===== src/logic/globefish_pkg.sv =====
package globefish_pkg;

  // bus payload types
  typedef logic [31:0] adr_t;
  typedef logic [31:0] dat_t;
  typedef logic [3:0]  sel_t;

  // core slots
  localparam int NUM_CORES = 4;
  typedef logic [$clog2(NUM_CORES)-1:0] core_idx_t;

  // word RAM
  localparam int RAM_DEPTH = 256;
  typedef logic [$clog2(RAM_DEPTH)-1:0] ram_idx_t;

  // address map, region is adr[31:28]
  localparam logic [3:0] RAM_REGION = 4'h2;
  localparam logic [3:0] CSR_REGION = 4'h4;

  // csr word offsets on adr[3:2]
  localparam logic [1:0] CSR_GPO_OFS  = 2'd0;
  localparam logic [1:0] CSR_GPOE_OFS = 2'd1;
  localparam logic [1:0] CSR_GPI_OFS  = 2'd2;

  localparam int GPIO_WIDTH = 8;

  // core reset release after bus reset
  localparam int CORE_RST_DELAY = 16;
  typedef logic [$clog2(CORE_RST_DELAY)-1:0] rst_cnt_t;

endpackage


===== src/logic/core_port.sv =====
module core_port (
  input  logic                clk_i,
  input  logic                rst_sync_n,
  // instruction port
  input  logic                imem_cyc_i,
  input  logic                imem_stb_i,
  input  globefish_pkg::adr_t imem_adr_i,
  output logic                imem_ack_o,
  // data port
  input  logic                dmem_cyc_i,
  input  logic                dmem_stb_i,
  input  logic                dmem_we_i,
  input  globefish_pkg::sel_t dmem_be_i,
  input  globefish_pkg::adr_t dmem_adr_i,
  input  globefish_pkg::dat_t dmem_wdat_i,
  output logic                dmem_ack_o,
  // shared read data
  output globefish_pkg::dat_t rdat_o,
  // merged master
  output logic                cyc_o,
  output logic                stb_o,
  output logic                we_o,
  output globefish_pkg::sel_t sel_o,
  output globefish_pkg::adr_t adr_o,
  output globefish_pkg::dat_t wdat_o,
  input  logic                ack_i,
  input  globefish_pkg::dat_t rdat_i
);

  assign cyc_o  = imem_cyc_i | dmem_cyc_i;
  assign stb_o  = imem_stb_i | dmem_stb_i;
  // fetch owns the address while strobing
  assign adr_o  = imem_stb_i ? imem_adr_i : dmem_adr_i;
  assign sel_o  = imem_stb_i ? 4'b1111 : dmem_be_i;
  assign we_o   = dmem_stb_i & dmem_we_i;
  assign wdat_o = dmem_wdat_i;

  // ack back to the strobing side
  assign imem_ack_o = ack_i & imem_stb_i;
  assign dmem_ack_o = ack_i & dmem_stb_i;
  assign rdat_o     = rdat_i;

  // ######################################
  // checks

  a_one_port: assert property (@(posedge clk_i) disable iff (!rst_sync_n)
    !(imem_stb_i && dmem_stb_i));

  // request held while waiting on the interconnect
  a_req_stable: assert property (@(posedge clk_i) disable iff (!rst_sync_n)
    (stb_o && !ack_i) |=> (stb_o && $stable(adr_o) && $stable(sel_o) && $stable(we_o)));

endmodule


===== config.mk =====
export PLATFORM = sky130hd
export DESIGN_NAME = core_port
export DESIGN_NICKNAME = d
export VERILOG_FILES = /design/src/logic/globefish_pkg.sv /design/src/logic/core_port.sv
export SDC_FILE = /design/constraint.sdc
export NUM_CORES = 1
export LEC_CHECK = 0
export ABC_AREA = 1
export BUFFER_PORTS_ARGS = -buffer_cell sky130_fd_sc_hd__buf_2
export CORE_AREA = 3 3 95 97
export DETAILED_ROUTE_END_ITERATION = 16
export DIE_AREA = 0 0 98 100
export GPL_TIMING_DRIVEN = 0
export PLACE_DENSITY = 0.52
export SLEW_MARGIN = 15
export SYNTH_ARGS = -nofsm -noshare
export SYNTH_HDL_FRONTEND = slang
export SYNTH_SLANG_ARGS = --single-unit

===== constraint.sdc =====
create_clock -name vclk -period 1.2
set_clock_uncertainty 0.2 [all_clocks]
set_input_delay 0.3 -clock vclk [all_inputs]
set_output_delay 0.3 -clock vclk [all_outputs]
set_load 0.005 [all_outputs]

# == Yosys cells after proc, flatten, opt, wreduce, memory -nomap -nowiden ==
# Cells that the tools add are included.
# W data, S select, Z words.
# classes
mux,2
n_bitwise,5
# op_table
operator,count
$mux W32,1
$mux W4,1
$and A1 B1 Y1,3
$or A1 B1 Y1,2
# totals
register_bits,0
inputBits,140
out_inout_bits,105
wordCells,7

# == Depth between registers and ports, before layout ==
# depth
depth_word,1
mapped_depth,4
ltp_nobuf,3

# == Least setup slack after synthesis ==
# No wires, ideal clock.
# synth_path
path_type,in2out
startpoint,input imem_stb_i
endpoint,output sel_o[0]
arrival_ps,705
required_time_ps,700
setup_slack_ps,-5
stages,2
path_buffers,1
path_cell_list,buf_6 -> or2_2
# synth_between
elab_chain_len,1
# synth_lines
element,line,text
start: declaration,core_port.sv:6,"input logic imem_stb_i,"
$mux W4,core_port.sv:34,assign sel_o = imem_stb_i ? 4'b1111 : dmem_be_i;
end: declaration,core_port.sv:23,"output globefish_pkg::sel_t sel_o,"
# No other way between the ends.

# == Worst setup path after layout ==
# layout_path
startpoint,input imem_stb_i
endpoint,output adr_o[16]
# layout_between
elab_chain_len,1
# layout_lines
element,line,text
$mux W32,core_port.sv:33,assign adr_o = imem_stb_i ? imem_adr_i : dmem_adr_i;
end: declaration,core_port.sv:24,"output globefish_pkg::adr_t adr_o,"
# No other way between the ends.

==> impl_metrics.yaml <==
outcome:
  outcome: "finished, violations left"
  violations: "negative setup slack"
cts:
  ctsHoldBuffers: 0
floorplan:
  die_h_um: 100
  die_x_um: 98
  initial_core_util_pct: 11.9
  coreArea_mm2: 0.00822
  ios: 245
  dieArea_mm2: 0.00980
  rows: 33
worst_setup_path:
  cp_max_fo: 5
  crit_top_cell: "nand2_1"
  startpoint_type: "input port"
  worstSetupPathType: "input port to primary output"
  critPathCaptureType: "primary output"
  max_stage_delay_ps: 210
  crit_slowest_cell: "buf_4"
  critPathRequiredTime_ps: 700
  crit_buf_inv: 4
  crit_chain: "buf_8, clkinvlp_4, buf_4, nand2_1, nand2_1, buf_2"
  cp.arrival_ps: 970
  crit_family: "buffers and inverters"
synth:
  syn_area_um2: 977
  synth_nets: 320
  synth.area.top_cells: "buf_4, nand2_1, buf_6"
  yosysMostFrequentCell: "nand2_1"
  postSynthAreaPerCell_um2: 5.43
  yosysWarnings: 0
  ys_types: 6
  yosys.area.top_type: "buf_4"
  synthCells: 180
  synth_common_cells: "nand2_1, buf_4, buf_6, or2_2, inv_1"
  yosys.area.top_type_share_pct: 49.2
  ys_seq_area_share_pct: 0
sta:
  finalCriticalPeriod_ps: 1470
  worst_pin_slew_ps: 198
  setup_viol: 39
  period_share_pct: 122
  holdWs_ps: 566
  max_freq_ghz: 0.682
  rsz0062_at_grt: "true"
  slew_headroom_pct: 86.8
  hold_viol_final: 0
  slew_violations: 0
  finalWorstSetupSlack_ps: -267
pwr:
  p_per_area_mw_per_mm2: 331
  p_leak_nw: 1.41
  peakVddDrop_mv: 0.114
detailed_routing:
  detail_route.iter0.violations: 10
  dr.pass1.iters: 3
  wl_per_cell_um: 9.66
  vias_per_cell: 3.50
  drcViolationCount: 0
  ant_nets: 0
  vias: 1629
  wirelength_um: 4500
layout:
  final_nets: 503
  seq_cells: 0
  layoutNonFillerInstCount: 466
  area_delta_synth_final_pct: 113
  seq_area_um2: 0
  drive_above_1_share_pct: 74.0
  n_antenna_cell: 0
  clock_buffers: 0
job:
  maxCapViolCount: 0
global_route:
  grt_pass1_wl_um: 6400
  antenna_found_initial: 0
  grt-ovfl-total: 0
  grt_usage_pct: 7.45
  grt_max_degree: 11
  first_global_vias: 1509
min_path:
  hold_path.startpoint: "rdat_i[24]"
  worstHoldPathType: "input port to primary output"
  hold_end: "rdat_o[24]"
  hold_path_depth: 2
place:
  dp_hpwl_um: 4000
  gp_congestion: 0.663
  place_inst: 464
  io_buffers: 179
routing by layer:
metal | track usage, % | vias to the layer above | share of wire, %
met5 | 0 | - | 0
met4 | 0 | 0 | 0
met3 | 1.32 | 0 | 14
met2 | 16.8 | 125 | 57
met1 | 7.19 | 676 | 29
li1 | - | 828 | -
cell usage in the layout, fill, tap and decap left out, drive strengths merged:
master and count:
buf 252, or2 6, inv 3, clkinvlp 1
nand2 99
how the worst max path moves through the flow:
stage	from	endpoint	cells after the start
after floorplan	imem_stb_i	sel_o[0]	2
after global placement	imem_stb_i	adr_o[10]	6
after detailed placement	imem_stb_i	adr_o[10]	6
after CTS	imem_stb_i	adr_o[10]	6
after global routing	imem_stb_i	adr_o[17]	6
final	imem_stb_i	adr_o[16]	6
metrics by stage:
stage	cell area, um^2	setup slack (ps)	TNS [ps]	power [mW]	util (%)
after floorplan	977	-4.85	-24.3	0.327	-
after global placement	2000	-371	-11990	0.669	24.4
after detailed placement	2000	-369	-12290	0.672	24.4
after CTS	2060	-293	-10180	0.698	25.1
after global routing	2080	-340	-11660	0.768	25.4
final	2080	-267	-9430	0.689	25.4
cells by family after synthesis:
| logic type | count (synthesis) | synth area share, % |
|---|---|---|
| buffers and inverters | 75 | 58.1 |
| AND/OR/NAND/NOR | 105 | 41.9 |
power breakdown:
group	switching, mW	internal, mW
clock network	0	0
registers	0	0
logic	0.255	0.433
final cells by class:
cell class / instances / area (um^2)
Multi-Input combinational cell: 105 / 437
Inverter: 4 / 18.8
Tap cell: 105 / 131
Fill cell: 932 / 6130
Buffer: 71 / 557
Timing Repair Buffer: 181 / 940
what timing repair did:
| action | CTS | global route |
|---|---|---|
| endpoints found under the setup margin | 39 | 39 |
| resized for setup | 13 | 6 |
| buffers inserted | 1 | 0 |
| cloned | 1 | 0 |
| pin swaps | 3 | 1 |
No activity file was read; power rests on OpenSTA's default activity.
