==> config.mk <==
export PLATFORM = sky130hd
export DESIGN_NAME = wb_intercon
export DESIGN_NICKNAME = d
export VERILOG_FILES = /design/src/logic/globefish_pkg.sv /design/src/logic/wb_intercon.sv
export SDC_FILE = /design/constraint.sdc
export NUM_CORES = 1
export LEC_CHECK = 0
export BUFFER_PORTS_ARGS = -buffer_cell sky130_fd_sc_hd__buf_2
export CAP_MARGIN = 20
export CORE_AREA = 2 2 177 179
export DETAILED_ROUTE_END_ITERATION = 10
export DIE_AREA = 0 0 179 181
export SYNTH_ARGS = -nofsm -noshare
export SYNTH_HDL_FRONTEND = slang
export SYNTH_SLANG_ARGS = --single-unit
==> constraint.sdc <==
create_clock -name clk_i -period 2.65 [get_ports clk_i]
set_input_delay 0.1325 -clock clk_i [delete_from_list [all_inputs] [get_ports clk_i]]
set_output_delay 0.1325 -clock clk_i [all_outputs]
set_load 0.03 [all_outputs]
==> src/logic/globefish_pkg.sv <==
package globefish_pkg;

  // bus payload types
  typedef logic [31:0] adr_t;
  typedef logic [31:0] dat_t;
  typedef logic [3:0]  sel_t;

  // core slots
  localparam int NUM_CORES = 4;
  typedef logic [$clog2(NUM_CORES)-1:0] core_idx_t;

  // word RAM
  localparam int RAM_DEPTH = 256;
  typedef logic [$clog2(RAM_DEPTH)-1:0] ram_idx_t;

  // address map, region is adr[31:28]
  localparam logic [3:0] RAM_REGION = 4'h2;
  localparam logic [3:0] CSR_REGION = 4'h4;

  // csr word offsets on adr[3:2]
  localparam logic [1:0] CSR_GPO_OFS  = 2'd0;
  localparam logic [1:0] CSR_GPOE_OFS = 2'd1;
  localparam logic [1:0] CSR_GPI_OFS  = 2'd2;

  localparam int GPIO_WIDTH = 8;

  // core reset release after bus reset
  localparam int CORE_RST_DELAY = 16;
  typedef logic [$clog2(CORE_RST_DELAY)-1:0] rst_cnt_t;

endpackage

==> src/logic/wb_intercon.sv <==
module wb_intercon (
  input  logic                                                 clk_i,
  input  logic                                                 rst_sync_n,
  // masters
  input  logic                [globefish_pkg::NUM_CORES-1:0] m_cyc_i,
  input  logic                [globefish_pkg::NUM_CORES-1:0] m_stb_i,
  input  logic                [globefish_pkg::NUM_CORES-1:0] m_we_i,
  input  globefish_pkg::sel_t [globefish_pkg::NUM_CORES-1:0] m_sel_i,
  input  globefish_pkg::adr_t [globefish_pkg::NUM_CORES-1:0] m_adr_i,
  input  globefish_pkg::dat_t [globefish_pkg::NUM_CORES-1:0] m_wdat_i,
  output logic                [globefish_pkg::NUM_CORES-1:0] m_ack_o,
  output globefish_pkg::dat_t                                m_rdat_o,
  // shared slave bus
  output logic                                               s_cyc_o,
  output logic                                               s_we_o,
  output globefish_pkg::sel_t                                s_sel_o,
  output globefish_pkg::adr_t                                s_adr_o,
  output globefish_pkg::dat_t                                s_wdat_o,
  output logic                                               s_ram_stb_o,
  input  logic                                               s_ram_ack_i,
  input  globefish_pkg::dat_t                                s_ram_rdat_i,
  output logic                                               s_csr_stb_o,
  input  logic                                               s_csr_ack_i,
  input  globefish_pkg::dat_t                                s_csr_rdat_i
);

  globefish_pkg::core_idx_t gnt_idx_q;
  globefish_pkg::core_idx_t nxt_idx;
  logic                     gnt_vld_q;
  logic                     nxt_found;
  logic                     bus_stb;
  logic                     slv_ack;
  logic                     dflt_ack_q;
  logic [3:0]               region;
  logic                     is_ram;
  logic                     is_csr;

  // ######################################
  // round-robin arbiter

  // search starts after the last winner
  always_comb begin
    globefish_pkg::core_idx_t cand;
    nxt_found = 1'b0;
    nxt_idx   = gnt_idx_q;
    for (int k = 1; k <= globefish_pkg::NUM_CORES; k++) begin
      cand = gnt_idx_q + globefish_pkg::core_idx_t'(k);
      if (!nxt_found && m_cyc_i[cand]) begin
        nxt_found = 1'b1;
        nxt_idx   = cand;
      end
    end
  end

  // grant holds for the whole cycle of the winner
  always_ff @(posedge clk_i or negedge rst_sync_n) begin
    if (!rst_sync_n) begin
      gnt_idx_q <= globefish_pkg::core_idx_t'(globefish_pkg::NUM_CORES - 1);
      gnt_vld_q <= 1'b0;
    end else if (!gnt_vld_q || !m_cyc_i[gnt_idx_q]) begin
      gnt_vld_q <= nxt_found;
      if (nxt_found) begin
        gnt_idx_q <= nxt_idx;
      end
    end
  end

  assign s_cyc_o  = gnt_vld_q & m_cyc_i[gnt_idx_q];
  assign bus_stb  = s_cyc_o & m_stb_i[gnt_idx_q];
  assign s_we_o   = m_we_i[gnt_idx_q];
  assign s_sel_o  = m_sel_i[gnt_idx_q];
  assign s_adr_o  = m_adr_i[gnt_idx_q];
  assign s_wdat_o = m_wdat_i[gnt_idx_q];

  // ######################################
  // address decode

  assign region      = s_adr_o[31:28];
  assign is_ram      = (region == globefish_pkg::RAM_REGION);
  assign is_csr      = (region == globefish_pkg::CSR_REGION);
  assign s_ram_stb_o = bus_stb & is_ram;
  assign s_csr_stb_o = bus_stb & is_csr;

  // unmapped accesses end here with zero data
  always_ff @(posedge clk_i or negedge rst_sync_n) begin
    if (!rst_sync_n) begin
      dflt_ack_q <= 1'b0;
    end else begin
      dflt_ack_q <= bus_stb & ~is_ram & ~is_csr & ~dflt_ack_q;
    end
  end

  assign slv_ack  = s_ram_ack_i | s_csr_ack_i | dflt_ack_q;
  assign m_rdat_o = is_ram ? s_ram_rdat_i : (is_csr ? s_csr_rdat_i : '0);

  always_comb begin
    m_ack_o            = '0;
    m_ack_o[gnt_idx_q] = gnt_vld_q & slv_ack;
  end

  // ######################################
  // checks

  // only one slave answers at a time
  a_slv_ack_onehot: assert property (@(posedge clk_i) disable iff (!rst_sync_n)
    $onehot0({s_ram_ack_i, s_csr_ack_i, dflt_ack_q}));

  // a slave answer must land on a master that is still strobing
  a_ack_to_owner: assert property (@(posedge clk_i) disable iff (!rst_sync_n)
    (m_ack_o != '0) |-> ((m_ack_o & m_stb_i) == m_ack_o));

endmodule

# Yosys cells after proc, flatten, opt, wreduce, memory -nomap -nowiden

Cells that the tools add are included.

$add $sub $neg: 3
Order comparisons: 5
Equal/unequal tests: 2
Multiplexer cells: 29
Bitwise logic cells: 15
Reduce and logical (&&, ||, !) cells: 12

Operators by type and width:

| operator                                                                     | count |
|---|---|
| 32-bit binary-select mux with 2-bit select                                   | 2 |
| 32-bit 2-to-1 mux                                                            | 4 |
| 1-bit binary-select mux with 2-bit select                                    | 6 |
| 2-bit by 3-bit less-than comparator with 1-bit output, second input constant | 4 |
| 1-bit 2-to-1 mux                                                             | 11 |
| 1-bit bitwise AND                                                            | 8 |
| 4-bit binary-select mux with 2-bit select                                    | 1 |
| 2-bit 2-to-1 mux                                                             | 3 |
| 1-bit zero test                                                              | 5 |
| 2-bit adder, second input constant                                           | 2 |
| 4-bit bitwise AND                                                            | 1 |
| 4-bit by 2-bit == test with 1-bit output, second input constant              | 1 |
| 4-bit by 3-bit == test with 1-bit output, second input constant              | 1 |
| 1-bit logical AND                                                            | 4 |
| 4-bit 2-to-1 mux                                                             | 1 |
| 1-bit NOT                                                                    | 4 |
| 4-bit AND reduction                                                          | 1 |
| 3-bit nonzero test                                                           | 1 |
| 2-bit by 1-bit adder with 2-bit output, second input constant                | 1 |
| 1-bit demux with 2-bit select                                                | 1 |
| 2-bit by 1-bit >= comparator with 1-bit output, second input constant        | 1 |
| 1-bit OR                                                                     | 2 |
| 1-bit logical OR                                                             | 1 |

Flip-flop bits (word level): 4
Input port bits: 352

# Depth between registers and ports, before layout

Word-level depth: 14
Mapped depth: 9
Mapped depth without buffers: 7

# Worst setup path after synthesis

No wires, ideal clock.

Kind: register to output
Start: reg gnt_idx_q[0]
End: out s_csr_stb_o
Arrival time: 2.342 ns
Required time: 2.518 ns
Setup slack: 0.175 ns
Cell stages (with the launch flop): 6
Buffers on the path: 2
Path through: dfstp_2 buf_6 mux4_2 nor4b_4 buf_6 and3_1

Elaborated cells between the ends (all ways): 10

RTL lines:

| what                                       | RTL line          | text |
|---|---|---|
| from (decl)                                | wb_intercon.sv:27 | `globefish_pkg::core_idx_t gnt_idx_q;` |
| from (signal assigned)                     | wb_intercon.sv:58 | `gnt_idx_q <= globefish_pkg::core_idx_t'(globefish_pkg::NUM_CORES - 1);` |
| from (signal assigned)                     | wb_intercon.sv:63 | `gnt_idx_q <= nxt_idx;` |
| 32-bit binary-select mux with 2-bit select | wb_intercon.sv:72 | `assign s_adr_o = m_adr_i[gnt_idx_q];` |
| 32-bit 2-to-1 mux (implied by the code)    | wb_intercon.sv:72 |  |
| via s_adr_o[31]                            | wb_intercon.sv:17 | `output globefish_pkg::adr_t s_adr_o,` |
| 4-bit by 3-bit == test with 1-bit output   | wb_intercon.sv:80 | `assign is_csr = (region == globefish_pkg::CSR_REGION);` |
| 1-bit bitwise AND                          | wb_intercon.sv:82 | `assign s_csr_stb_o = bus_stb & is_csr;` |
| to (decl)                                  | wb_intercon.sv:22 | `output logic s_csr_stb_o,` |

The timed path passes the listed nets, and every way through them passes these cells. The select of a mux whose other input is x is not followed.

# Worst setup path after layout

Start: reg gnt_idx_q[0]
End: out s_ram_stb_o

Word-level cells in the longest chain between the ends: 5
Elaborated cells between the ends (all ways): 10

Ends and longest elaborated chain:

| what                                      | RTL line          | text |
|---|---|---|
| 1-bit binary-select mux with 2-bit select | wb_intercon.sv:68 | `assign s_cyc_o = gnt_vld_q & m_cyc_i[gnt_idx_q];` |
| 1-bit 2-to-1 mux (implied by the code)    | wb_intercon.sv:68 |  |
| 1-bit bitwise AND                         | wb_intercon.sv:68 |  |
| 1-bit bitwise AND                         | wb_intercon.sv:69 | `assign bus_stb = s_cyc_o & m_stb_i[gnt_idx_q];` |
| 1-bit bitwise AND *                       | wb_intercon.sv:81 | `assign s_ram_stb_o = bus_stb & is_ram;` |
| to (decl)                                 | wb_intercon.sv:19 | `output logic s_ram_stb_o,` |

Every way passes the cells marked *; elsewhere a longest branch is shown, timed or not. The select of a mux whose other input is x is not followed.

==> flow_summary.ini <==
[cells_and_area]
drive_gt1_share_pct = 87.4
nets = 992
fin_util_pct = 17.9
syn_to_final_growth_pct = 119
n_fill_cell = 3383

[critical_path]
r2r_end = gnt_idx_q[0]
rr_worst_depth = 6
worstPathCellList = mux4_2, nor4b_4, buf_4, buf_6, and3_1, buf_12
critPathArrivalTime_ns = 2.45
slowest_delay_ns = 0.66
crit_fanout = 8
critPathCaptureType = primary output
crit_path_top_delay_cell = dfstp_4
path_class = reg -> out
regToRegSetupSlack_ns = 0.49
start_kind = flop
r2r-start = gnt_idx_q[0]
cp.required_ns = 2.52

[cts]
clk_path_buf_depth = 2
tritoncts = built
htree_levels = 1
clkSinkCount = 4
insertion_delay_ns = 0.23
cts_buffers = 3
cts.clk_slew.worst_paths_ns = 0.03
cts_root_buffer = clkbuf_16

[power]
ir_drop_v = 0.000329
p_per_area_nw_per_um2 = 1020
power.leakage_nw = 2.75
power.total_mw = 5.52

[drt]
antenna_left = 0
wl_met1_um = 6590
wire_per_inst_um = 18.1
met2_length_um = 10200
viasPerCell = 3.88
vias = 4024
wl_met3_um = 1830
route.detailed.drc = 0
routed_wl_um = 18800
dr.pass1.iters = 4
top_layer_used = met5
drtIter0Drc = 170

[logic_synthesis]
synth.most_common_cell = mux4_2
yosysSeqAreaShare_pct = 4.14
netlist_area_um2 = 2480
synth_seq_cells = 4
async_flop_share_pct = 100
synth-main-ff-cell = dfstp_2
synth.avg_cell_area_um2 = 13.8
synth_area_leader_cell = mux4_2
ys.warnings.count = 0
synth_cells = 180
synth_nets = 536
synth-edff-count = 0
synth_top_area_share_pct = 64.5
synthTopCellsByArea = mux4_2 (65%), a22o_1 (11%), dfstp_2 (2.1%)
synth_common_cells = mux4_2 (71), a22o_1 (32), buf_2 (9), clkbuf_1 (8), nand2_1 (5)
ys_types = 33

[sta]
timing_hold_violations_final = 0
slew_headroom_pct = 57.7
worst_pin_slew_ns = 0.634
clock_skew_ns = 0.00284
slew_violations = 0
fmax_ghz = 0.388
finalCriticalPeriod_ns = 2.58
min_period_over_period_pct = 97.3
setup_viol = 0

[floorplanning]
die_area_um2 = 32400
io_pins = 460
dieWidth_um = 179
start_util_pct = 8.16
die_h_um = 181
num_rows = 64
core_area_um2 = 30300

[global_routing]
grt_pass1_wl_um = 24700
grt_max_degree = 42
track_usage_pct = 10.4
gr-total-overflow = 0
grt_pass1_vias = 4066
antenna_found_initial = 11

[placement]
portBuffers = 459
routabilityCongestion = 0.888
dp_hpwl_um = 16800

[worst_hold_path]
hold_path_class = in -> reg
min_to = gnt_vld_q
hold_depth = 2
min-delay-start = m_cyc_i[0]

[outcome]
outcome = complete, no violations

[job]
maxCapViolCount = 0
-- cells in the final DEF (no fill, tap or decap), types with 3 or more instances in the layout --
master     netlist  layout
clkbuf_4         0       3
o21ai_0          4       4
nand2_1          5       5
buf_2            9     455
inv_1            3       3
ha_1             4       4
diode_2          0       7
buf_4            1       9
clkbuf_16        0       4
a21oi_1          4       4
mux4_2          71      71
buf_6            4       3
buf_12           0       3
a22o_1          32      32
and2_1           4       4
-- critical path: cells and delay by family (launching register included) --
family,cells,cell delay (ns)
buffers and inverters,3,0.46
flip-flops,1,0.66
multiplexers,1,0.59
AND/OR/NAND/NOR,2,0.49
-- per-layer routing --
layer  up-vias  global-route usage, %
met5         -                      0
met4         2                   1.37
met3        17                   1.94
met2       317                   20.4
met1      1929                   11.5
li1       1759                      -
-- state kept, by name (all words and copies together), names as in the netlist --
name,flops
gnt_idx_q,2
gnt_vld_q,1
dflt_ack_q,1
-- per-stage QoR --
step	TNS (ns)	hold slack (ns)	setup slack (ns)	cell area (um2)	instances
after detailed placement	0	-0.0552	0.188	5240	1018
after global routing	-0.116	0.250	-0.0164	5430	1034
final	0	0.238	0.0711	5430	1037
after floorplan	0	-0.163	0.175	2480	180
after CTS	0	0.238	0.0749	5350	1026
after global placement	0	-0.0587	0.239	5240	1018
-- power breakdown --
group          switching (mW)  internal (mW)  leakage, nW
logic                    3.07           2.05         2.67
clock network          0.0428          0.193       0.0370
registers              0.0541          0.107       0.0442
total                    3.17           2.35         2.75
-- cells by family after synthesis --
logic type                 Yosys count  synth area share [%]
muxes                               73                  65.4
AOI/OAI and AO/OA                   50                  16.2
buffers and inverters               27                  5.91
and+or+nand+nor                     22                  6.36
adders and majority gates            4                  2.02
DFF                                  4                  4.14
-- repair_timing --
action,4_1_cts,5_1_grt
hold buffers,1,0
gates cloned,0,2
resized for setup,1,7
hold endpoints to repair,4,0
setup endpoints to repair,29,22
setup buffers,4,2
pin swaps,0,2
-- cell type report --
type | count | area (um2) | share of cell area (%)
timing repair buffer | 475 | 2500 | 45.9
multi-input combinational | 149 | 2230 | 41.0
tap | 396 | 495 | 9.12
sequential | 4 | 110 | 2.03
clock buffer | 3 | 75.1 | 1.38
antenna | 7 | 17.5 | 0.322
inverter | 3 | 11.3 | 0.207
-- how the worst max path moves through the flow --
stage | cells past startpoint | start | slack (ns) | end
2_1_floorplan | 5 | gnt_idx_q[0] | 0.18 | s_csr_stb_o
3_3_place_gp | 5 | gnt_idx_q[0] | 0.24 | m_rdat_o[11]
3_5_place_dp | 5 | gnt_idx_q[0] | 0.19 | m_rdat_o[28]
4_1_cts | 5 | gnt_idx_q[0] | 0.07 | m_rdat_o[28]
5_1_grt | 6 | gnt_idx_q[0] | -0.02 | m_rdat_o[0]
6_report | 6 | gnt_idx_q[0] | 0.07 | s_ram_stb_o
Power figures use the tool's default switching activity.
