==> config.mk <==
export PLATFORM = sky130hd
export DESIGN_NAME = csr_gpio
export DESIGN_NICKNAME = d
export VERILOG_FILES = /design/src/logic/globefish_pkg.sv /design/src/logic/csr_gpio.sv
export SDC_FILE = /design/constraint.sdc
export NUM_CORES = 1
export LEC_CHECK = 0
export BUFFER_PORTS_ARGS = -buffer_cell sky130_fd_sc_hd__clkbuf_2
export CAP_MARGIN = 20
export CORE_ASPECT_RATIO = 1.2
export CORE_UTILIZATION = 35
export DETAILED_ROUTE_END_ITERATION = 10
export GPL_ROUTABILITY_DRIVEN = 0
export GPL_TIMING_DRIVEN = 1
export PLACE_DENSITY_LB_ADDON = 0.25
export SLEW_MARGIN = 20
export SYNTH_ARGS = -nofsm -noshare
export SYNTH_HDL_FRONTEND = slang
export SYNTH_SLANG_ARGS = --single-unit
export TNS_END_PERCENT = 1
==> constraint.sdc <==
create_clock -name clk_i -period 1.92 [get_ports clk_i]
set_clock_uncertainty 0.1 [all_clocks]
set_input_delay 0.288 -clock clk_i [delete_from_list [all_inputs] [get_ports clk_i]]
set_output_delay 0.288 -clock clk_i [all_outputs]
set_load 0.01 [all_outputs]
==> src/logic/globefish_pkg.sv <==
package globefish_pkg;

  // bus payload types
  typedef logic [31:0] adr_t;
  typedef logic [31:0] dat_t;
  typedef logic [3:0]  sel_t;

  // core slots
  localparam int NUM_CORES = 4;
  typedef logic [$clog2(NUM_CORES)-1:0] core_idx_t;

  // word RAM
  localparam int RAM_DEPTH = 256;
  typedef logic [$clog2(RAM_DEPTH)-1:0] ram_idx_t;

  // address map, region is adr[31:28]
  localparam logic [3:0] RAM_REGION = 4'h2;
  localparam logic [3:0] CSR_REGION = 4'h4;

  // csr word offsets on adr[3:2]
  localparam logic [1:0] CSR_GPO_OFS  = 2'd0;
  localparam logic [1:0] CSR_GPOE_OFS = 2'd1;
  localparam logic [1:0] CSR_GPI_OFS  = 2'd2;

  localparam int GPIO_WIDTH = 8;

  // core reset release after bus reset
  localparam int CORE_RST_DELAY = 16;
  typedef logic [$clog2(CORE_RST_DELAY)-1:0] rst_cnt_t;

endpackage

==> src/logic/csr_gpio.sv <==
module csr_gpio (
  input  logic                                 clk_i,
  input  logic                                 rst_sync_n,
  input  logic                                 cyc_i,
  input  logic                                 stb_i,
  input  logic                                 we_i,
  input  globefish_pkg::sel_t                  sel_i,
  input  globefish_pkg::adr_t                  adr_i,
  input  globefish_pkg::dat_t                  wdat_i,
  output logic                                 ack_o,
  output globefish_pkg::dat_t                  rdat_o,
  input  logic [globefish_pkg::GPIO_WIDTH-1:0] gpi_i,
  output logic [globefish_pkg::GPIO_WIDTH-1:0] gpo_o,
  output logic [globefish_pkg::GPIO_WIDTH-1:0] gpoe_o
);

  logic       access;
  logic       wr_byte0;
  logic [1:0] ofs;

  assign access   = cyc_i & stb_i & ~ack_o;
  assign wr_byte0 = access & we_i & sel_i[0];
  assign ofs      = adr_i[3:2];

  always_ff @(posedge clk_i or negedge rst_sync_n) begin
    if (!rst_sync_n) begin
      ack_o  <= 1'b0;
      gpo_o  <= '0;
      gpoe_o <= '0;
    end else begin
      ack_o <= access;
      // gpi is read-only
      if (wr_byte0 && ofs == globefish_pkg::CSR_GPO_OFS) begin
        gpo_o <= wdat_i[globefish_pkg::GPIO_WIDTH-1:0];
      end
      if (wr_byte0 && ofs == globefish_pkg::CSR_GPOE_OFS) begin
        gpoe_o <= wdat_i[globefish_pkg::GPIO_WIDTH-1:0];
      end
    end
  end

  // readback, zero extended
  always_ff @(posedge clk_i) begin
    if (access) begin
      case (ofs)
        globefish_pkg::CSR_GPO_OFS:  rdat_o <= globefish_pkg::dat_t'(gpo_o);
        globefish_pkg::CSR_GPOE_OFS: rdat_o <= globefish_pkg::dat_t'(gpoe_o);
        globefish_pkg::CSR_GPI_OFS:  rdat_o <= globefish_pkg::dat_t'(gpi_i);
        default:                     rdat_o <= '0;
      endcase
    end
  end

endmodule

# Yosys cells after proc, flatten, opt, wreduce, memory -nomap -nowiden
# Cells that the tools add are included.
[word_totals]
elab_cells = 15
in_bits = 81
ff_bits = 49
out_inout_bits = 49
[op_classes]
n_eq_ne = 2
mux = 1
n_reduce_logical = 3
bitwise_logic = 5
[op_table]
columns = ["op", "count"]
rows = [
  ["$pmux 8 s3", 1],
  ["$and 1x1->1", 4],
  ["$eq 2x1->1 const B", 1],
  ["$eq 2x2->1 const B", 1],
  ["$logic_and 1x1->1", 2],
  ["$logic_not 2->1", 1],
  ["$not 1->1", 1],
]

# Depth between registers and ports, before layout
# Gate-level depths: netlist (run 1).
[depth]
depth_word = 5
depth_mapped = 5
ltp_nobuf = 3

# Worst setup path before layout (run 1)
# OpenSTA, ideal clock, no wires.
[synth_path]
path_type = "reg2reg"
from = "register ack_o"
to = "register gpo_o[0] (netlist bit)"
n_path_buf = 1
synth_period_minus_slack_ns = 1.717
path_stages_with_launch = 5
t_required_ns = 1.695
setup_time_ns = 0.125
arrival_ns = 1.492
setup_slack_ns = 0.203
cell_sequence = "dfrtp_1 > nand3b_4 > or4_4 > buf_6 > mux2_4"
[synth_between]
elab_chain_cells = 5
[synth_lines]
columns = ["item", "line", "source"]
rows = [
  ["start: declaration", "csr_gpio.sv:10", "output logic ack_o,"],
  ["start signal: assignment", "csr_gpio.sv:31", "ack_o <= access;"],
  ["$not 1->1", "csr_gpio.sv:21", "assign access = cyc_i & stb_i & ~ack_o;"],
  ["$and 1x1->1", "csr_gpio.sv:21", ""],
  ["$and 1x1->1 (2 in a row)", "csr_gpio.sv:22", "assign wr_byte0 = access & we_i & sel_i[0];"],
  ["$logic_and 1x1->1", "csr_gpio.sv:33", "if (wr_byte0 && ofs == globefish_pkg::CSR_GPO_OFS) begin"],
  ["end signal: assignment", "csr_gpio.sv:34", "gpo_o <= wdat_i[globefish_pkg::GPIO_WIDTH-1:0];"],
  ["end: declaration", "csr_gpio.sv:13", "output logic [globefish_pkg::GPIO_WIDTH-1:0] gpo_o,"],
]
# No other way between the ends.
# A chain may end at the register's enable or synchronous reset.

# Worst setup path in the final report (run 1)
[layout_path]
from = "register ack_o"
to = "register gpo_o[2] (netlist bit)"
# The elaborated chain is that of the path after synthesis.

==> impl_metrics.py, run 1 <==
metrics = {
    "drt": {
        "wl_met3_microns": 167,
        "wire_per_inst_microns": 13.7,
        "wl_met2_mm": 1.30,
        "drc": 6,
        "postRouteAntennaNets": 0,
        "vias": 845,
        "wl_met1_mm": 1.10,
        "dr.max_layer_used": "met4",
        "wirelength_mm": 2.60,
        "viasPerCell": 4.47,
        "first_pass_iters": 6,
        "drtIter0Drc": 17,
    },
    "power_and_ir_drop": {
        "power_per_cell_area_nw_per_um2": 822,
        "peakVddDrop_mv": 0.241,
        "leakage_nw": 0.841,
    },
    "sta": {
        "relSlewSlack_pct": 59.8,
        "slew_viol_final": 0,
        "tightestPinTransition_ps": 602,
        "fin_tns_setup_ps": 0,
        "setup_viol": 0,
        "fmax_mhz": 579,
        "hold_viol_final": 0,
        "worst_slack_ps": 192,
        "rsz0062_at_grt": "false",
        "min_period_ps": 1730,
        "fin_crit_sh_pct": 90.0,
    },
    "outcome": {
        "violations": "DRC",
        "status": "complete, but fails checks",
    },
    "cells_and_area": {
        "n_fill_cell": 354,
        "num_antenna_cells": 0,
        "synthToLayoutAreaGrowth_pct": 19.5,
        "fin_nets": 234,
        "drive_gt1_share_pct": 48.7,
        "fin_cells": 189,
    },
    "placed_design": {
        "port_buffers": 48,
        "dp.cells": 184,
        "dp_slack_ps": 193,
        "dp_hpwl_mm": 1.93,
    },
    "floorplan": {
        "num_rows": 23,
        "dieWidth_microns": 57.7,
        "num_io_pins": 130,
        "die_h_microns": 68.8,
        "die_area_sq_um": 3970,
        "initial_core_util_pct": 37.7,
        "design.core.area_sq_um": 3450,
    },
    "clocking": {
        "cts_resized": 0,
        "cts_buffer_depth": 2,
        "clkSinkCount": 25,
        "path_clk_slew_ps": 80,
        "cts_tree": "done",
        "cts_setup_buffers": 0,
        "cts-htree-levels": 1,
        "clk-insertion-delay-late_ps": 260,
        "cts_buffers": 3,
        "cts_hold_buf": 1,
        "root_buffer": "clkbuf_8",
    },
    "global_routing": {
        "grt_pass1_vias": 783,
        "grt_pass1_wl_mm": 3.86,
        "grt_antenna_before_repair": 0,
        "grt_usage_pct": 13.5,
        "grt_overflow_total": 0,
        "grt_max_degree": 18,
    },
    "hold_path": {
        "hold_class": "input pin to flop",
    },
    "job": {
        "cap_violations": 0,
    },
    "worst_setup_path": {
        "cp_cell_sequence": "nand3b_4 -> or4_4 -> mux2_4",
        "critPathKind": "flop to flop",
        "critPathCaptureType": "flop",
        "critPathBufInv": 0,
        "crit_slowest_cell": "or4_4",
        "cp-start-kind": "flop",
        "crit_path_max_fanout": 8,
        "cp.arrival_ps": 1780,
        "cp_slowest_stage_delay_ps": 620,
        "cp_data_required_time_ps": 1970,
        "crit_family": "simple AND/OR/NAND/NOR gates",
    },
    "logic_synthesis": {
        "ys_types": 17,
        "ys_async_sr_fraction_pct": 68.0,
        "ys.flop_type": "dfrtp_1",
        "syn_area_per_cell_sq_um": 13.0,
        "syn_inst": 100,
        "synth_area_sq_um": 1300,
        "yosys.area.top_type_share_pct": 32.7,
        "synth_common_cells": "24 x buf_4, 17 x dfrtp_1, 9 x nand2_1",
        "yosysTopAreaCell": "dfrtp_1",
        "ys_seq_area_share_pct": 51.1,
        "synthTopCellsByArea": "dfrtp_1 33%, edfxtp_1 18%, buf_4 14%, mux2_4 9.2%, mux2_2 6.9%",
        "yosys_warnings": 0,
        "ys_ff_latch": 25,
        "synth_edf_count": 8,
        "synth_most_common_cell": "buf_4",
    },
}
-- final timing paths --
kind / endpoint / slack (ps) / depth (start not counted) / from
worst max-delay path: gpo_o[2]$_DFFE_PN0P_ / 190 / 3 / ack_o$_DFF_PN0_
worst min-delay path: gpo_o[0]$_DFFE_PN0P_ / 170 / 2 / wdat_i[0]
worst max register to register: gpo_o[2]$_DFFE_PN0P_ / 190 / 3 / ack_o$_DFF_PN0_
worst min register to register: gpoe_o[3]$_DFFE_PN0P_ / 440 / 1 / gpoe_o[3]$_DFFE_PN0P_
max in group asynchronous: gpo_o[3]$_DFFE_PN0P_ / 1000 / 2 / rst_sync_n
min in group asynchronous: gpo_o[1]$_DFFE_PN0P_ / 400 / 2 / rst_sync_n
-- stage by stage --
stage	cell area, sq um	hold WS (ps)	util (%)	power [W]
floorplan	1390	-108	-	0.000895
global placement	1500	144	43.5	0.000984
detailed placement	1500	163	43.5	0.000993
CTS	1560	159	45.1	0.00130
global route	1560	158	45.1	0.00136
finish	1560	169	45.1	0.00128
-- placed cells by master, fill, tap and decap left out --
cell,instances
nand2_1,9
o21ai_0,8
nor2b_1,1
nor4b_4,1
buf_4,4
nand3b_4,1
dfrtp_1,17
mux2i_1,8
inv_1,1
dlygate4sd3_1,1
mux2_2,8
mux2_4,8
clkbuf_2,48
clkbuf_1,1
conb_1,24
or4_4,1
clkbuf_8,3
edfxtp_1,8
-- worst reg2reg max path: stages (launching register included) --
cell and delay, ps:
dfrtp_1 380, nand3b_4 180, or4_4 620, mux2_4 340
-- logic make-up after synthesis --
logic type,after synthesis,share of synthesized area [%]
other,1,0.288
flip-flops,25,51.1
AO/OA/AOI/OAI,8,3.07
AND/OR/NAND/NOR,13,7.30
buffers and inverters,29,15.9
multiplexers,24,22.3
-- flip-flops by register name (all words and copies together), names as in the netlist --
register	flops
gpo_o	8
gpoe_o	8
rdat_o	8
ack_o	1
-- cell type report --
class | instances | area, sq um | share of cell area [%]
timing repair buffer | 53 | 280 | 18.0
clock buffer | 4 | 45.0 | 2.89
multi-input combinational | 69 | 515 | 33.1
inverter | 1 | 3.75 | 0.241
sequential | 25 | 666 | 42.8
tap | 37 | 46.3 | 2.97
-- routing by layer --
layer | vias up | global-route usage [%]
li1 | 396 | -
met1 | 403 | 16.6
met2 | 44 | 23.7
met3 | 2 | 1.68
met4 | 0 | 6.25
met5 | - | 0
-- report_power, final --
group	internal (W)	leakage, nW	switching, W
clock	0.000148	0.0228	0.000152
sequential	0.000629	0.297	0.0000515
combinational	0.000152	0.522	0.000146
Power figures use the tool's default switching activity.
==> run 2: changes to the inputs <==
--- a/config.mk
+++ b/config.mk
@@ -9,6 +9,7 @@
 export CAP_MARGIN = 20
 export CORE_ASPECT_RATIO = 1.2
 export CORE_UTILIZATION = 35
+export CTS_BUF_LIST = sky130_fd_sc_hd__clkbuf_8 sky130_fd_sc_hd__clkbuf_16
 export DETAILED_ROUTE_END_ITERATION = 10
 export GPL_ROUTABILITY_DRIVEN = 0
 export GPL_TIMING_DRIVEN = 1
==> impl_metrics.py, run 2 (synthesis gave the netlist of run 1 again) <==
metrics = {
    "global_routing": {
        "grt_pass1_wl_mm": 3.86,
        "grt_overflow_total": 0,
        "grt_max_degree": 18,
        "grt_antenna_before_repair": 0,
        "grt_usage_pct": 13.5,
        "grt_pass1_vias": 783,
    },
    "clocking": {
        "cts_tree": "done",
        "cts-htree-levels": 1,
        "clk-insertion-delay-late_ps": 260,
        "path_clk_slew_ps": 80,
        "root_buffer": "clkbuf_8",
        "clkSinkCount": 25,
        "cts_buffers": 3,
        "cts_setup_buffers": 0,
        "cts_buffer_depth": 2,
    },
    "cells_and_area": {
        "num_antenna_cells": 0,
        "layout_commonest_cell": "clkbuf_2",
        "largest_registers": "gpo_o: 8 flops, gpoe_o: 8 flops, rdat_o: 8 flops",
        "fin_cells": 189,
        "fin_nets": 234,
        "layout_common_cells": "48 x clkbuf_2, 24 x conb_1, 17 x dfrtp_1, 9 x nand2_1",
        "synthToLayoutAreaGrowth_pct": 19.5,
        "drive_gt1_share_pct": 48.7,
    },
    "job": {
        "cap_violations": 0,
    },
    "sta": {
        "setup_viol": 0,
        "fmax_mhz": 579,
        "hold_viol_final": 0,
        "rsz0062_at_grt": "false",
        "fin_crit_sh_pct": 90.0,
        "tightestPinTransition_ps": 602,
        "min_period_ps": 1730,
        "fin_tns_setup_ps": 0,
        "worst_slack_ps": 191,
        "relSlewSlack_pct": 59.8,
        "slew_viol_final": 0,
    },
    "hold_path": {
        "hold_depth": 2,
        "min_from": "wdat_i[0]",
        "min_to": "gpo_o[0]$_DFFE_PN0P_",
        "hold_class": "input pin to flop",
    },
    "worst_setup_path": {
        "r2r_start": "ack_o$_DFF_PN0_",
        "cp-start-kind": "flop",
        "cp_data_required_time_ps": 1970,
        "cp.arrival_ps": 1780,
        "crit_path_max_fanout": 8,
        "timing.rr.end": "gpo_o[2]$_DFFE_PN0P_",
        "critPathCaptureType": "flop",
        "r2r_slack_ps": 190,
        "ff2ff_path_depth": 3,
        "critPathKind": "flop to flop",
    },
    "power_and_ir_drop": {
        "p_total_w": 0.00127,
        "peakVddDrop_mv": 0.241,
        "power_per_cell_area_nw_per_um2": 818,
        "leakage_nw": 0.845,
    },
    "placed_design": {
        "dp_hpwl_mm": 1.93,
        "port_buffers": 48,
        "dp_slack_ps": 193,
        "dp.cells": 184,
    },
    "drt": {
        "drtIter0Drc": 17,
        "wire_per_inst_microns": 13.7,
        "drc": 6,
        "wirelength_mm": 2.59,
        "viasPerCell": 4.47,
        "first_pass_iters": 6,
        "vias": 845,
        "postRouteAntennaNets": 0,
    },
    "floorplan": {
        "die_h_microns": 68.8,
        "initial_core_util_pct": 37.7,
        "dieWidth_microns": 57.7,
        "design.core.area_sq_um": 3450,
        "num_io_pins": 130,
        "die_area_sq_um": 3970,
        "num_rows": 23,
    },
    "outcome": {
        "status": "complete, but fails checks",
        "violations": "DRC",
    },
}
run 2: worst max path at each step:
stage,start,endpoint,slack (ps)
after global routing,ack_o$_DFF_PN0_,gpo_o[2]$_DFFE_PN0P_,150
final,ack_o$_DFF_PN0_,gpo_o[2]$_DFFE_PN0P_,190
after CTS,ack_o$_DFF_PN0_,gpo_o[2]$_DFFE_PN0P_,180
after floorplan,ack_o$_DFF_PN0_,gpo_o[0]$_DFFE_PN0P_,200
after global placement,ack_o$_DFF_PN0_,gpo_o[1]$_DFFE_PN0P_,210
after detailed placement,ack_o$_DFF_PN0_,gpo_o[4]$_DFFE_PN0P_,190
run 2: where the power goes:
group / internal [W] / total (W) / switching [W]
clock: 0.000143 / 0.000294 / 0.000152
combinational: 0.000152 / 0.000298 / 0.000146
sequential: 0.000629 / 0.000681 / 0.0000516
total: 0.000924 / 0.00127 / 0.000350
run 2: cell type report:
class	count	area, sq um
well taps	37	46.3
repair buffers	53	280
clock inverters	1	3.75
clock buffers	3	41.3
flip-flops and latches	25	666
inverters	1	3.75
multi-input cells	69	515
fillers	354	1900
run 2: what timing repair did:
action | in CTS | in global routing
endpoints found under the hold margin | 17 | 0
resized for setup | 0 | 0
hold buffers | 1 | 0
run 2: through the flow:
stage                     area (sq um)  utilization (%)  hold slack, ps
after global placement            1500             43.5             144
final                             1560             45.1             169
after detailed placement          1500             43.5             163
after CTS                         1560             45.1             159
after global routing              1560             45.1             158
after floorplan                   1390                -            -108
run 2: per-layer routing:
metal / track usage [%] / wire (microns)
met2: 23.7 / 1300
met4: 6.25 / 33
met1: 16.6 / 1090
met3: 1.68 / 167
met5: 0 / 0
run 2: critical path: stages, from the launching register on:
cell      delay [ps]
dfrtp_1          380
nand3b_4         180
or4_4            620
mux2_4           340
