==> config.mk <==
export PLATFORM = sky130hd
export DESIGN_NAME = core_run_ctrl
export DESIGN_NICKNAME = d
export VERILOG_FILES = /design/src/logic/globefish_pkg.sv /design/src/logic/core_run_ctrl.sv
export SDC_FILE = /design/constraint.sdc
export NUM_CORES = 1
export LEC_CHECK = 0
export BUFFER_PORTS_ARGS = -buffer_cell sky130_fd_sc_hd__buf_4
export CORE_AREA = 2 2 39 41
export DETAILED_ROUTE_END_ITERATION = 12
export DIE_AREA = 0 0 41 43
export GPL_TIMING_DRIVEN = 0
export MAX_ROUTING_LAYER = met4
export SLEW_MARGIN = 20
export SYNTH_ARGS = -nofsm -noshare
export SYNTH_HDL_FRONTEND = slang
export SYNTH_SLANG_ARGS = --single-unit
export TNS_END_PERCENT = 5
==> constraint.sdc <==
create_clock -name clk_i -period 2 [get_ports clk_i]
set_input_delay 0.2 -clock clk_i [delete_from_list [all_inputs] [get_ports clk_i]]
set_output_delay 0.2 -clock clk_i [all_outputs]
set_load 0.05 [all_outputs]
==> src/logic/globefish_pkg.sv <==
package globefish_pkg;

  // bus payload types
  typedef logic [31:0] adr_t;
  typedef logic [31:0] dat_t;
  typedef logic [3:0]  sel_t;

  // core slots
  localparam int NUM_CORES = 4;
  typedef logic [$clog2(NUM_CORES)-1:0] core_idx_t;

  // word RAM
  localparam int RAM_DEPTH = 256;
  typedef logic [$clog2(RAM_DEPTH)-1:0] ram_idx_t;

  // address map, region is adr[31:28]
  localparam logic [3:0] RAM_REGION = 4'h2;
  localparam logic [3:0] CSR_REGION = 4'h4;

  // csr word offsets on adr[3:2]
  localparam logic [1:0] CSR_GPO_OFS  = 2'd0;
  localparam logic [1:0] CSR_GPOE_OFS = 2'd1;
  localparam logic [1:0] CSR_GPI_OFS  = 2'd2;

  localparam int GPIO_WIDTH = 8;

  // core reset release after bus reset
  localparam int CORE_RST_DELAY = 16;
  typedef logic [$clog2(CORE_RST_DELAY)-1:0] rst_cnt_t;

endpackage

==> src/logic/core_run_ctrl.sv <==
module core_run_ctrl (
  input  logic                               clk_i,
  input  logic                               rst_sync_n,
  input  logic [globefish_pkg::NUM_CORES-1:0] core_en_i,
  input  logic [globefish_pkg::NUM_CORES-1:0] core_stb_i,
  output logic [globefish_pkg::NUM_CORES-1:0] core_clk_en_o,
  output logic                               core_rst_n_o
);

  globefish_pkg::rst_cnt_t rst_cnt_q;

  // hold cores in reset after the bus comes up
  always_ff @(posedge clk_i or negedge rst_sync_n) begin
    if (!rst_sync_n) begin
      rst_cnt_q    <= '0;
      core_rst_n_o <= 1'b0;
    end else if (rst_cnt_q != globefish_pkg::rst_cnt_t'(globefish_pkg::CORE_RST_DELAY - 1)) begin
      rst_cnt_q <= rst_cnt_q + 1'b1;
    end else begin
      core_rst_n_o <= 1'b1;
    end
  end

  // enable drops only once the core has no strobe out
  always_ff @(posedge clk_i or negedge rst_sync_n) begin
    if (!rst_sync_n) begin
      core_clk_en_o <= '1;
    end else begin
      core_clk_en_o <= core_en_i | (core_clk_en_o & core_stb_i);
    end
  end

  // ######################################
  // checks

  // a stopped core must not hold a strobe on the bus
  for (genvar c = 0; c < globefish_pkg::NUM_CORES; c++) begin : g_chk
    a_stopped_core_idle: assert property (@(posedge clk_i) disable iff (!rst_sync_n)
      !core_clk_en_o[c] |-> !core_stb_i[c]);
  end

endmodule

After elaboration in Yosys (flattened, before gate mapping)

Cells that the tools add are included.
Widths: inputs -> output; s select.

Register bits: 9
Output and inout port bits: 5
Input bits: 10
Bits in read-only memories: 0
Memories kept: 0
Bits in writable memories: 0
Latch bits: 0
Word-level logic and storage cells: 7

Bitwise logic cells: 2
Magnitude comparators: 0
Reduce and logical (&&, ||, !) cells: 0
Shifts and indexed selects: 0
Eq/ne operators: 1
Muxes and demuxes: 0
Add/sub/neg operators: 1
Multiply operators: 0
Div/mod/pow operators: 0

Operators with widths:

| operator            | count |
|---|---|
| $add 4x1->4 const B | 1 |
| $and 4x4->4         | 1 |
| $ne 4x4->1 const B  | 1 |
| $or 4x4->4          | 1 |

Depth between registers and ports, before layout

Gate-level depths: netlist of run 1.

Word-level depth: 2
Mapped depth: 3

Worst setup path after synthesis of run 1

OpenSTA, ideal clock, no wires.

Path kind: flip-flop to flip-flop
Start: register rst_cnt_q[0]
End: register rst_cnt_q[1]
Cell stages (with the launch flop): 4
Slack: 0.844 ns
Arrival time: 1.031 ns
Period minus slack after synthesis: 1.156 ns
Buffers on the path: 0
Setup time: 0.125 ns
Cells stage by stage: dfrtp_1 ha_1 nand3_2 mux2_4

Cells in the longest elaborated chain, start to end: 1
Elaborated cells on any way between the ends: 2
Those cells by class: add/sub (1); eq/ne (1)

RTL lines:

| what                                      | RTL line                                 | RTL |
|---|---|---|
| start, declared                           | core_run_ctrl.sv:10                      | `globefish_pkg::rst_cnt_t rst_cnt_q;` |
| start signal, assigned                    | core_run_ctrl.sv:18                      | `rst_cnt_q <= rst_cnt_q + 1'b1;` |
| $add 4x1->4 or $ne 4x4->1 (tied branches) | core_run_ctrl.sv:18, core_run_ctrl.sv:17 |  |

Parallel ways exist; a longest one is shown, timed or not.
A chain may end at the register's enable or synchronous reset.

Worst setup path in the final report of run 1

Same ends and word-level chain as after synthesis.

==> results of run 1 <==
[metal layers]
layer / wire length [um] / vias up / track usage [%]
met5: 0 / - / -
met4: 12 / 0 / 8.000
met3: 82 / 2 / 3.141
met2: 385 / 14 / 15.63
met1: 247 / 118 / 8.667
li1: - / 121 / -
[worst min-delay path by stage]
| stage | end |
|---|---|
| after global routing | core_clk_en_o[1]$_DFF_PN1_ |
| after CTS | core_clk_en_o[0]$_DFF_PN1_ |
| after detailed placement | core_rst_n_o$_DFFE_PN0N_ |
| after floorplan | core_rst_n_o$_DFFE_PN0N_ |
| after global placement | core_rst_n_o$_DFFE_PN0N_ |
| final | core_clk_en_o[0]$_DFF_PN1_ |
[sequential cells by signal (all words and copies together), names as in the netlist]
signal	count
rst_cnt_q	4
core_rst_n_o	1
core_clk_en_o	4
[per-stage QoR]
step	hold slack, ns	instance area [um^2]	cells
floorplan	-0.09559	350.3	23
global placement	0.02629	475.5	53
detailed placement	0.02970	475.5	53
CTS	0.1183	513.0	58
global route	0.1200	513.0	58
finish	0.1233	513.0	58
[synthesized netlist by cell type (all sizes together)]
library cell	count	area share (%)
o21a	1	2.1
a21o	4	8.6
nand3b	1	2.1
mux2	1	4.3
ha	1	3.6
dfrtp	5	36
nand3	1	2.9
a31oi	1	1.8
xor2	1	2.5
nor2b	1	1.8
dfstp	4	30
or2b	1	2.1
a41oi	1	2.5
[power breakdown]
part | switching (mW) | total, mW | internal, mW | leakage (nW)
Combinational | 0.0297 | 0.0523 | 0.0227 | 0.129
Sequential | 0.00307 | 0.195 | 0.192 | 0.0859
Clock | 0.0616 | 0.135 | 0.0735 | 0.0177
Total | 0.0944 | 0.382 | 0.288 | 0.233
[layout make-up]
type	count	area [um^2]	share of cell area (%)
flip-flops and latches	9	230.2	44.88
multi-input cells	14	120.1	23.41
repair buffers	15	115.1	22.44
well taps	16	20.02	3.902
clock inverters	1	5.005	0.9756
clock buffers	3	22.52	4.390
[kinds of logic after synthesis]
kind of cell,Yosys count
simple gates,4
flops,9
xor+xnor,1
fa+ha+maj,1
mux,1
compound gates,7
==> metrics.csv, run 1 <==
metric;value;unit
outcome;finished clean;
row_count;14;
htreeDepth;1;
yosysUniqueCellTypes;13;
gr-total-overflow;0;
vdd_drop_max;0.0002579;V
grtUsageTotal;9.781;%
postCtsSetupBuffers;0;
period_minus_slack;1.233;ns
root_buffer;clkbuf_4;
slew_viol_final;0;
p_total;0.3823;mW
synth_area;350.3;um^2
pre_cts_slack;0.7762;ns
synthMuxAreaShare;4.286;%
final_common_cell;buf_4;
fill_cells;140;
viasPerCell;4.397;
slowest_delay;0.42;ns
reg2reg_slack;0.77;ns
rsz0062_at_grt;false;
power_density;745.3;mW/mm^2
worst_slew_pin_slew;0.1831;ns
cts_buffer_depth;2;
antenna_found_initial;0;
crit_end;rst_cnt_q[1]$_DFFE_PN0P_;
yosys.area_share.xor_xnor;2.500;%
cp_num_buf_inv;0;
core-area;0.001384;mm^2
ys_seq_area_share;65.71;%
cp_max_fo;4;
clock_latency;0.26;ns
critical_path_class;reg -> reg;
cts_resized;0;
synth_compound_area_share;15.00;%
timing.rr.end;rst_cnt_q[1]$_DFFE_PN0P_;
min_delay_path_depth;2;
cap_violations;0;
slowest_stage;dfrtp_1;
ys.warnings.count;0;
avgSynthCellArea;15.23;um^2
first_pass_iters;4;
synth_top_family_by_area;compound AO/OA/AOI/OAI gates;
hp-class;in -> reg;
synth_fp_nets;34;
cp.arrival;1.37;ns
crit_chain;ha_1 -> nand3_2 -> mux2_4;
vias;255;
portBuffers;14;
clk_pin_slew;0.06;ns
cp-end-kind;flop;
layout_setup_ws;0.7669;ns
finalSetupViolations;0;
die_height;43;um
antenna_left;0;
synthToLayoutAreaGrowth;46.43;%
fin_nets;54;
wl_per_cell;12.53;um
maxSlewHeadroom;87.63;%
cpLargestDelayFamily;flip-flops;
r2r_cells;3;
wl;727;um
tritoncts;built;
critical_path_required;2.14;ns
p_leak;0.2328;nW
yosys.area_share.simple;8.929;%
numCtsBuffers;3;
fmax;811.0;MHz
synthAdderAreaFrac;3.571;%
drt_iter0_drc;3;
hold_viol;0;
start_util;25.32;%
n_antenna_cell;0;
grt_max_degree;10;
grt_pass1_wl;1028;um
ys_seq_elements;9;
startpoint;rst_cnt_q[0]$_DFFE_PN0P_;
die_w;41;um
syn_inst;23;
startpoint_type;flop;
num_io_pins;15;
min_from;core_en_i[0];
reg2reg_from;rst_cnt_q[0]$_DFFE_PN0P_;
layout_common_cells;14 x buf_4, 5 x dfrtp_1, 4 x a21o_1, 4 x dfstp_2, 3 x clkbuf_4;
grt_pass1_vias;253;
holdBufCountCts;1;
drive_gt1_share;57.14;%
gp_congestion;0.7066;
finalClockSkew;0.007015;ns
cts_sinks;9;
fin_crit_sh;61.65;%
utilization;37.07;%
die_area;0.001763;mm^2
finalSetupTns;0;ns
crit_cells;3;
drc;0;
Power figures use the tool's default switching activity.
==> inputs of run 2 (changes only) <==
==> constraint.sdc (replaced) <==
create_clock -name clk_i -period 1.1 [get_ports clk_i]
set_input_delay 0.11 -clock clk_i [delete_from_list [all_inputs] [get_ports clk_i]]
set_output_delay 0.11 -clock clk_i [all_outputs]
set_load 0.05 [all_outputs]
==> metrics.csv, run 2 (synthesized netlist as in run 1, its figures left out) <==
metric;value;unit;change
outcome;finished clean;;
die_area;0.001763;mm^2;unchanged
layout_common_cells;12 x buf_4, 5 x dfrtp_1, 4 x a21o_1, 4 x dfstp_2, 3 x clkbuf_4;;
drc;0;;unchanged
drt_iter0_drc;2;;-1
fin_crit_sh;98.82;%;+37 points
reg2reg_slack;0.01;ns;-0.75 ns
cp.arrival;1.24;ns;-0.13 ns
power.internal;0.5348;mW;+86%
critical_path_required;1.25;ns;-0.89 ns
fin_nets;56;;+3.7%
gp_congestion;0.6871;;-2.8%
reg2reg_from;rst_cnt_q[1]$_DFFE_PN0P_;;
pre_cts_slack;-0.08549;ns;-0.8617 ns
grt_max_degree;10;;unchanged
critical_path_class;reg -> reg;;
cts_buffer_depth;2;;unchanged
synthToLayoutAreaGrowth;62.86;%;
cp_max_fo;4;;unchanged
grt_pass1_wl;1152;um;+12%
final_common_cell;buf_4;;
grtUsageMet1;10.00;%;+1.3 points
maxSlewHeadroom;86.51;%;-1.1 points
portBuffers;14;;unchanged
cp-end-kind;flop;;
cp_num_buf_inv;0;;unchanged
n_antenna_cell;0;;unchanged
crit_cells;3;;unchanged
slowest_delay;0.42;ns;about the same
finalSetupViolations;0;;unchanged
period_minus_slack;1.087;ns;-0.1460 ns
worst_slew_pin_slew;0.2023;ns;+0.01921 ns
p_leak;0.2523;nW;+8.4%
rsz0062_at_grt;true;;
cts_sinks;9;;unchanged
start_util;25.32;%;unchanged
vias;262;;+2.7%
core-area;0.001384;mm^2;unchanged
finalSetupTns;0;ns;unchanged
cap_violations;0;;unchanged
seq_power_share;49.7;%;-1.3 points
die_w;41;um;unchanged
first_pass_iters;2;;-2
clockPowerShare;35.8;%;+0.5 points
viasPerCell;4.367;;-0.68%
wl;690;um;-5.1%
power_density;1259;mW/mm^2;+69%
crit_end;rst_cnt_q[1]$_DFFE_PN0P_;;
hp-class;in -> reg;;
tritoncts;built;;
crit_chain;ha_4 -> nand3_4 -> mux2_4;;
vdd_drop_max;0.0004451;V;+73%
top_usage_layer;met2;;
grtUsageMet2;16.56;%;+0.94 points
hold_viol;0;;unchanged
slew_viol_final;0;;unchanged
numCtsBuffers;3;;unchanged
startpoint_type;flop;;
htreeDepth;1;;unchanged
cpLargestDelayFamily;flip-flops;;
grt_pass1_vias;279;;+10%
clock_latency;0.26;ns;about the same
gr-total-overflow;0;;unchanged
num_io_pins;15;;unchanged
wl_per_cell;11.50;um;-8.3%
slowest_stage;dfrtp_1;;
p_comb_share;14.5;%;+0.8 points
r2r_cells;3;;unchanged
finalClockSkew;0.003004;ns;-0.004010 ns
sw_frac_of_total;25.53;%;+0.85 points
startpoint;rst_cnt_q[1]$_DFFE_PN0P_;;
antenna_left;0;;unchanged
timing.rr.end;rst_cnt_q[1]$_DFFE_PN0P_;;
row_count;14;;unchanged
top_regs;core_clk_en_o (4), rst_cnt_q (4), core_rst_n_o (1);;
grtUsageTotal;10.51;%;+0.73 points
use_met3;3.141;%;unchanged
drive_gt1_share;61.36;%;+4.2 points
layout_setup_ws;0.01293;ns;-0.7540 ns
die_height;43;um;unchanged
antenna_found_initial;0;;unchanged
switchingPower;0.1833;mW;+94%
root_buffer;clkbuf_4;;
clk_pin_slew;0.06;ns;about the same
fmax;919.9;MHz;+13%
[run 2: cell types whose count changed in the layout (fill, tap and decap cells not counted)]
| cell | delta |
|---|---|
| ha_1 | -1 |
| nand3_4 | +1 |
| ha_4 | +1 |
| nand3_2 | -1 |
| buf_8 | +2 |
| buf_6 | +2 |
| buf_4 | -2 |
[run 2: worst min-delay path by stage]
stage / slack (ns) / startpoint / cells after the start / to
final: 0.02 / core_en_i[2] / 2 / core_clk_en_o[2]$_DFF_PN1_
after global routing: 0.03 / core_en_i[2] / 2 / core_clk_en_o[2]$_DFF_PN1_
after CTS: 0.02 / core_en_i[2] / 2 / core_clk_en_o[2]$_DFF_PN1_
after detailed placement: -0.06 / rst_sync_n / 1 / core_rst_n_o$_DFFE_PN0N_
after global placement: -0.06 / rst_sync_n / 1 / rst_cnt_q[3]$_DFFE_PN0P_
after floorplan: -0.19 / rst_sync_n / 0 / core_rst_n_o$_DFFE_PN0N_
[run 2: area by class of cell]
type / count / area [um^2]
clock inverter: 1 / 5.005
multi-input combinational: 14 / 140.1
timing repair buffer: 17 / 152.6
sequential: 9 / 230.2
clock buffer: 3 / 22.52
tap: 16 / 20.02
fill: 124 / 813.3
[run 2: timing repair]
| item | 4_1_cts | 5_1_grt |
|---|---|---|
| gates resized for setup | 5 | 3 |
| setup endpoints to repair | 4 | 4 |
| gates cloned | 0 | 0 |
| hold buffers | 1 | 0 |
| buffers inserted | 2 | 0 |
| pin swaps | 1 | 0 |
| endpoints found under the hold margin | 9 | 0 |
[run 2: through the flow]
step	utilization (%)	total power, mW	std cells	area, um^2	hold WS [ns]
final	41.23	0.7181	60	570.5	0.02353
after global routing	41.23	0.7492	60	570.5	0.02530
after CTS	40.42	0.7222	60	559.3	0.01837
after detailed placement	34.54	0.4523	53	478.0	-0.06247
after global placement	34.54	0.4507	53	478.0	-0.06493
after floorplan	-	0.4052	23	352.8	-0.1856
[run 2: power groups by stage]
stage               registers (mW)  logic, mW  clock network, mW
global placement             0.359     0.0920                  0
finish                       0.357      0.104              0.257
floorplan                    0.397    0.00807                  0
global route                 0.358      0.112              0.279
CTS                          0.356      0.100              0.267
detailed placement           0.360     0.0926                  0
[run 2: metal layers]
layer	vias up	part of all wire, %
met5	-	0
li1	125	-
met1	119	40
met3	2	12
met2	16	45
met4	0	2.6
==> inputs of run 3 (changes only) <==
==> constraint.sdc (replaced) <==
create_clock -name clk_i -period 1 [get_ports clk_i]
set_input_delay 0.1 -clock clk_i [delete_from_list [all_inputs] [get_ports clk_i]]
set_output_delay 0.1 -clock clk_i [all_outputs]
set_load 0.05 [all_outputs]
==> metrics.csv, run 3 (synthesized netlist as in run 1, its figures left out) <==
metric;value;unit;change
core-area;0.001384;mm^2;unchanged
clk_pin_slew;0.06;ns;about the same
n_antenna_cell;0;;unchanged
outcome;finished, violations left;;
numCtsBuffers;3;;unchanged
die_w;41;um;unchanged
fin_crit_sh;108.4;%;+9.6 points
hp-class;in -> reg;;
gr-total-overflow;0;;unchanged
power_density;1355;mW/mm^2;+7.6%
worst_slew_pin_slew;0.2110;ns;+0.008705 ns
drc;0;;unchanged
grt_pass1_wl;1117;um;-3.0%
critical_path_class;reg -> reg;;
critical_path_required;1.15;ns;-0.10 ns
placed_area;478.0;um^2;unchanged
reg2reg_slack;-0.08;ns;-0.10 ns
p_total;0.7933;mW;+10%
cp_max_fo;3;;-1
clock_latency;0.26;ns;about the same
final_common_cell;buf_4;;
finalSetupViolations;6;;+6
cts_sinks;9;;unchanged
fin_hold_ws;0.01515;ns;-0.008380 ns
wl_met3;85;um;+4.9%
rsz0062_at_grt;true;;
num_io_pins;15;;unchanged
route.met2.wl;309;um;-1.3%
fill_cells;123;;-0.81%
p_leak;0.2594;nW;+2.8%
vdd_drop_max;0.0004858;V;+9.1%
wl_per_cell;11.30;um;-1.8%
fin_nets;57;;+1.8%
tritoncts;built;;
pre_cts_slack;-0.1855;ns;-0.1000 ns
finalSetupTns;-0.2994;ns;-0.2994 ns
routed.top_layer;met4;;
start_util;25.32;%;unchanged
utilization;42.31;%;+1.1 points
grtUsageTotal;10.20;%;-0.31 points
maxSlewHeadroom;85.93;%;-0.58 points
die_area;0.001763;mm^2;unchanged
gp_congestion;0.6871;;unchanged
first_pass_iters;1;;-1
period_minus_slack;1.084;ns;-0.002753 ns
vias;258;;-1.5%
antenna_found_initial;0;;unchanged
grt_max_degree;10;;unchanged
finish.instance_area;585.6;um^2;+2.6%
row_count;14;;unchanged
viasPerCell;4.230;;-3.1%
die_height;43;um;unchanged
drt_iter0_drc;0;;-2
cp.arrival;1.23;ns;about the same
root_buffer;clkbuf_4;;
cts_buffer_depth;2;;unchanged
wl;689;um;-0.14%
cp-end-kind;flop;;
htreeDepth;1;;unchanged
finalClockSkew;0.001744;ns;-0.001261 ns
layout_setup_ws;-0.08431;ns;-0.09725 ns
startpoint_type;flop;;
drive_gt1_share;62.22;%;+0.86 points
fin_cells;61;;+1.7%
failed_checks;setup timing;;
top_regs;core_clk_en_o (4), rst_cnt_q (4), core_rst_n_o (1);;
hold_viol;0;;unchanged
placed_cells;53;;unchanged
layout_common_cells;13 x buf_4, 5 x dfrtp_1, 4 x a21o_1, 4 x dfstp_2, 4 x buf_8;;
grt_pass1_vias;273;;-2.2%
slew_viol_final;0;;unchanged
portBuffers;14;;unchanged
cap_violations;0;;unchanged
fmax;922.2;MHz;+0.25%
antenna_left;0;;unchanged
synthToLayoutAreaGrowth;67.14;%;
drt-met1-wl;275;um;-0.72%
-- run 3: metal layers --
| layer | vias up | global-route usage (%) |
|---|---|---|
| met4 | 0 | 8.000 |
| li1 | 127 | - |
| met2 | 16 | 15.63 |
| met1 | 113 | 10.00 |
| met5 | - | - |
| met3 | 2 | 3.141 |
-- run 3: final timing paths --
check,from,to,cells after the start
worst max-delay path,rst_cnt_q[0]$_DFFE_PN0P_,rst_cnt_q[1]$_DFFE_PN0P_,3
worst min-delay path,core_en_i[2],core_clk_en_o[2]$_DFF_PN1_,2
worst max register to register,rst_cnt_q[0]$_DFFE_PN0P_,rst_cnt_q[1]$_DFFE_PN0P_,3
worst min register to register,core_rst_n_o$_DFFE_PN0N_,core_rst_n_o$_DFFE_PN0N_,1
max in group asynchronous,rst_sync_n,core_clk_en_o[1]$_DFF_PN1_,2
min in group asynchronous,rst_sync_n,rst_cnt_q[3]$_DFFE_PN0P_,2
-- run 3: final cells by class --
class                           count  area [um^2]  share of cell area (%)
Timing Repair Buffer               18        167.7                   28.63
Clock inverter                      1        5.005                  0.8547
Sequential cell                     9        230.2                   39.32
Tap cell                           16        20.02                   3.419
Clock buffer                        3        22.52                   3.846
Multi-Input combinational cell     14        140.1                   23.93
-- run 3: timing repair --
action,in CTS,in global routing
endpoints found under the setup margin,7,8
pin swaps,1,0
gates resized for setup,10,0
endpoints found under the hold margin,9,0
buffers inserted,3,0
hold buffers,1,0
-- run 3: where the power goes --
group          total (mW)  switching (mW)  internal [mW]
clock               0.281           0.133          0.148
sequential          0.394         0.00964          0.384
combinational       0.119          0.0582         0.0609
-- run 3: critical path: stages (launching register included) --
cell and delay [ns]:
dfrtp_1 0.42, ha_4 0.19, nand3_4 0.07, mux2_4 0.30
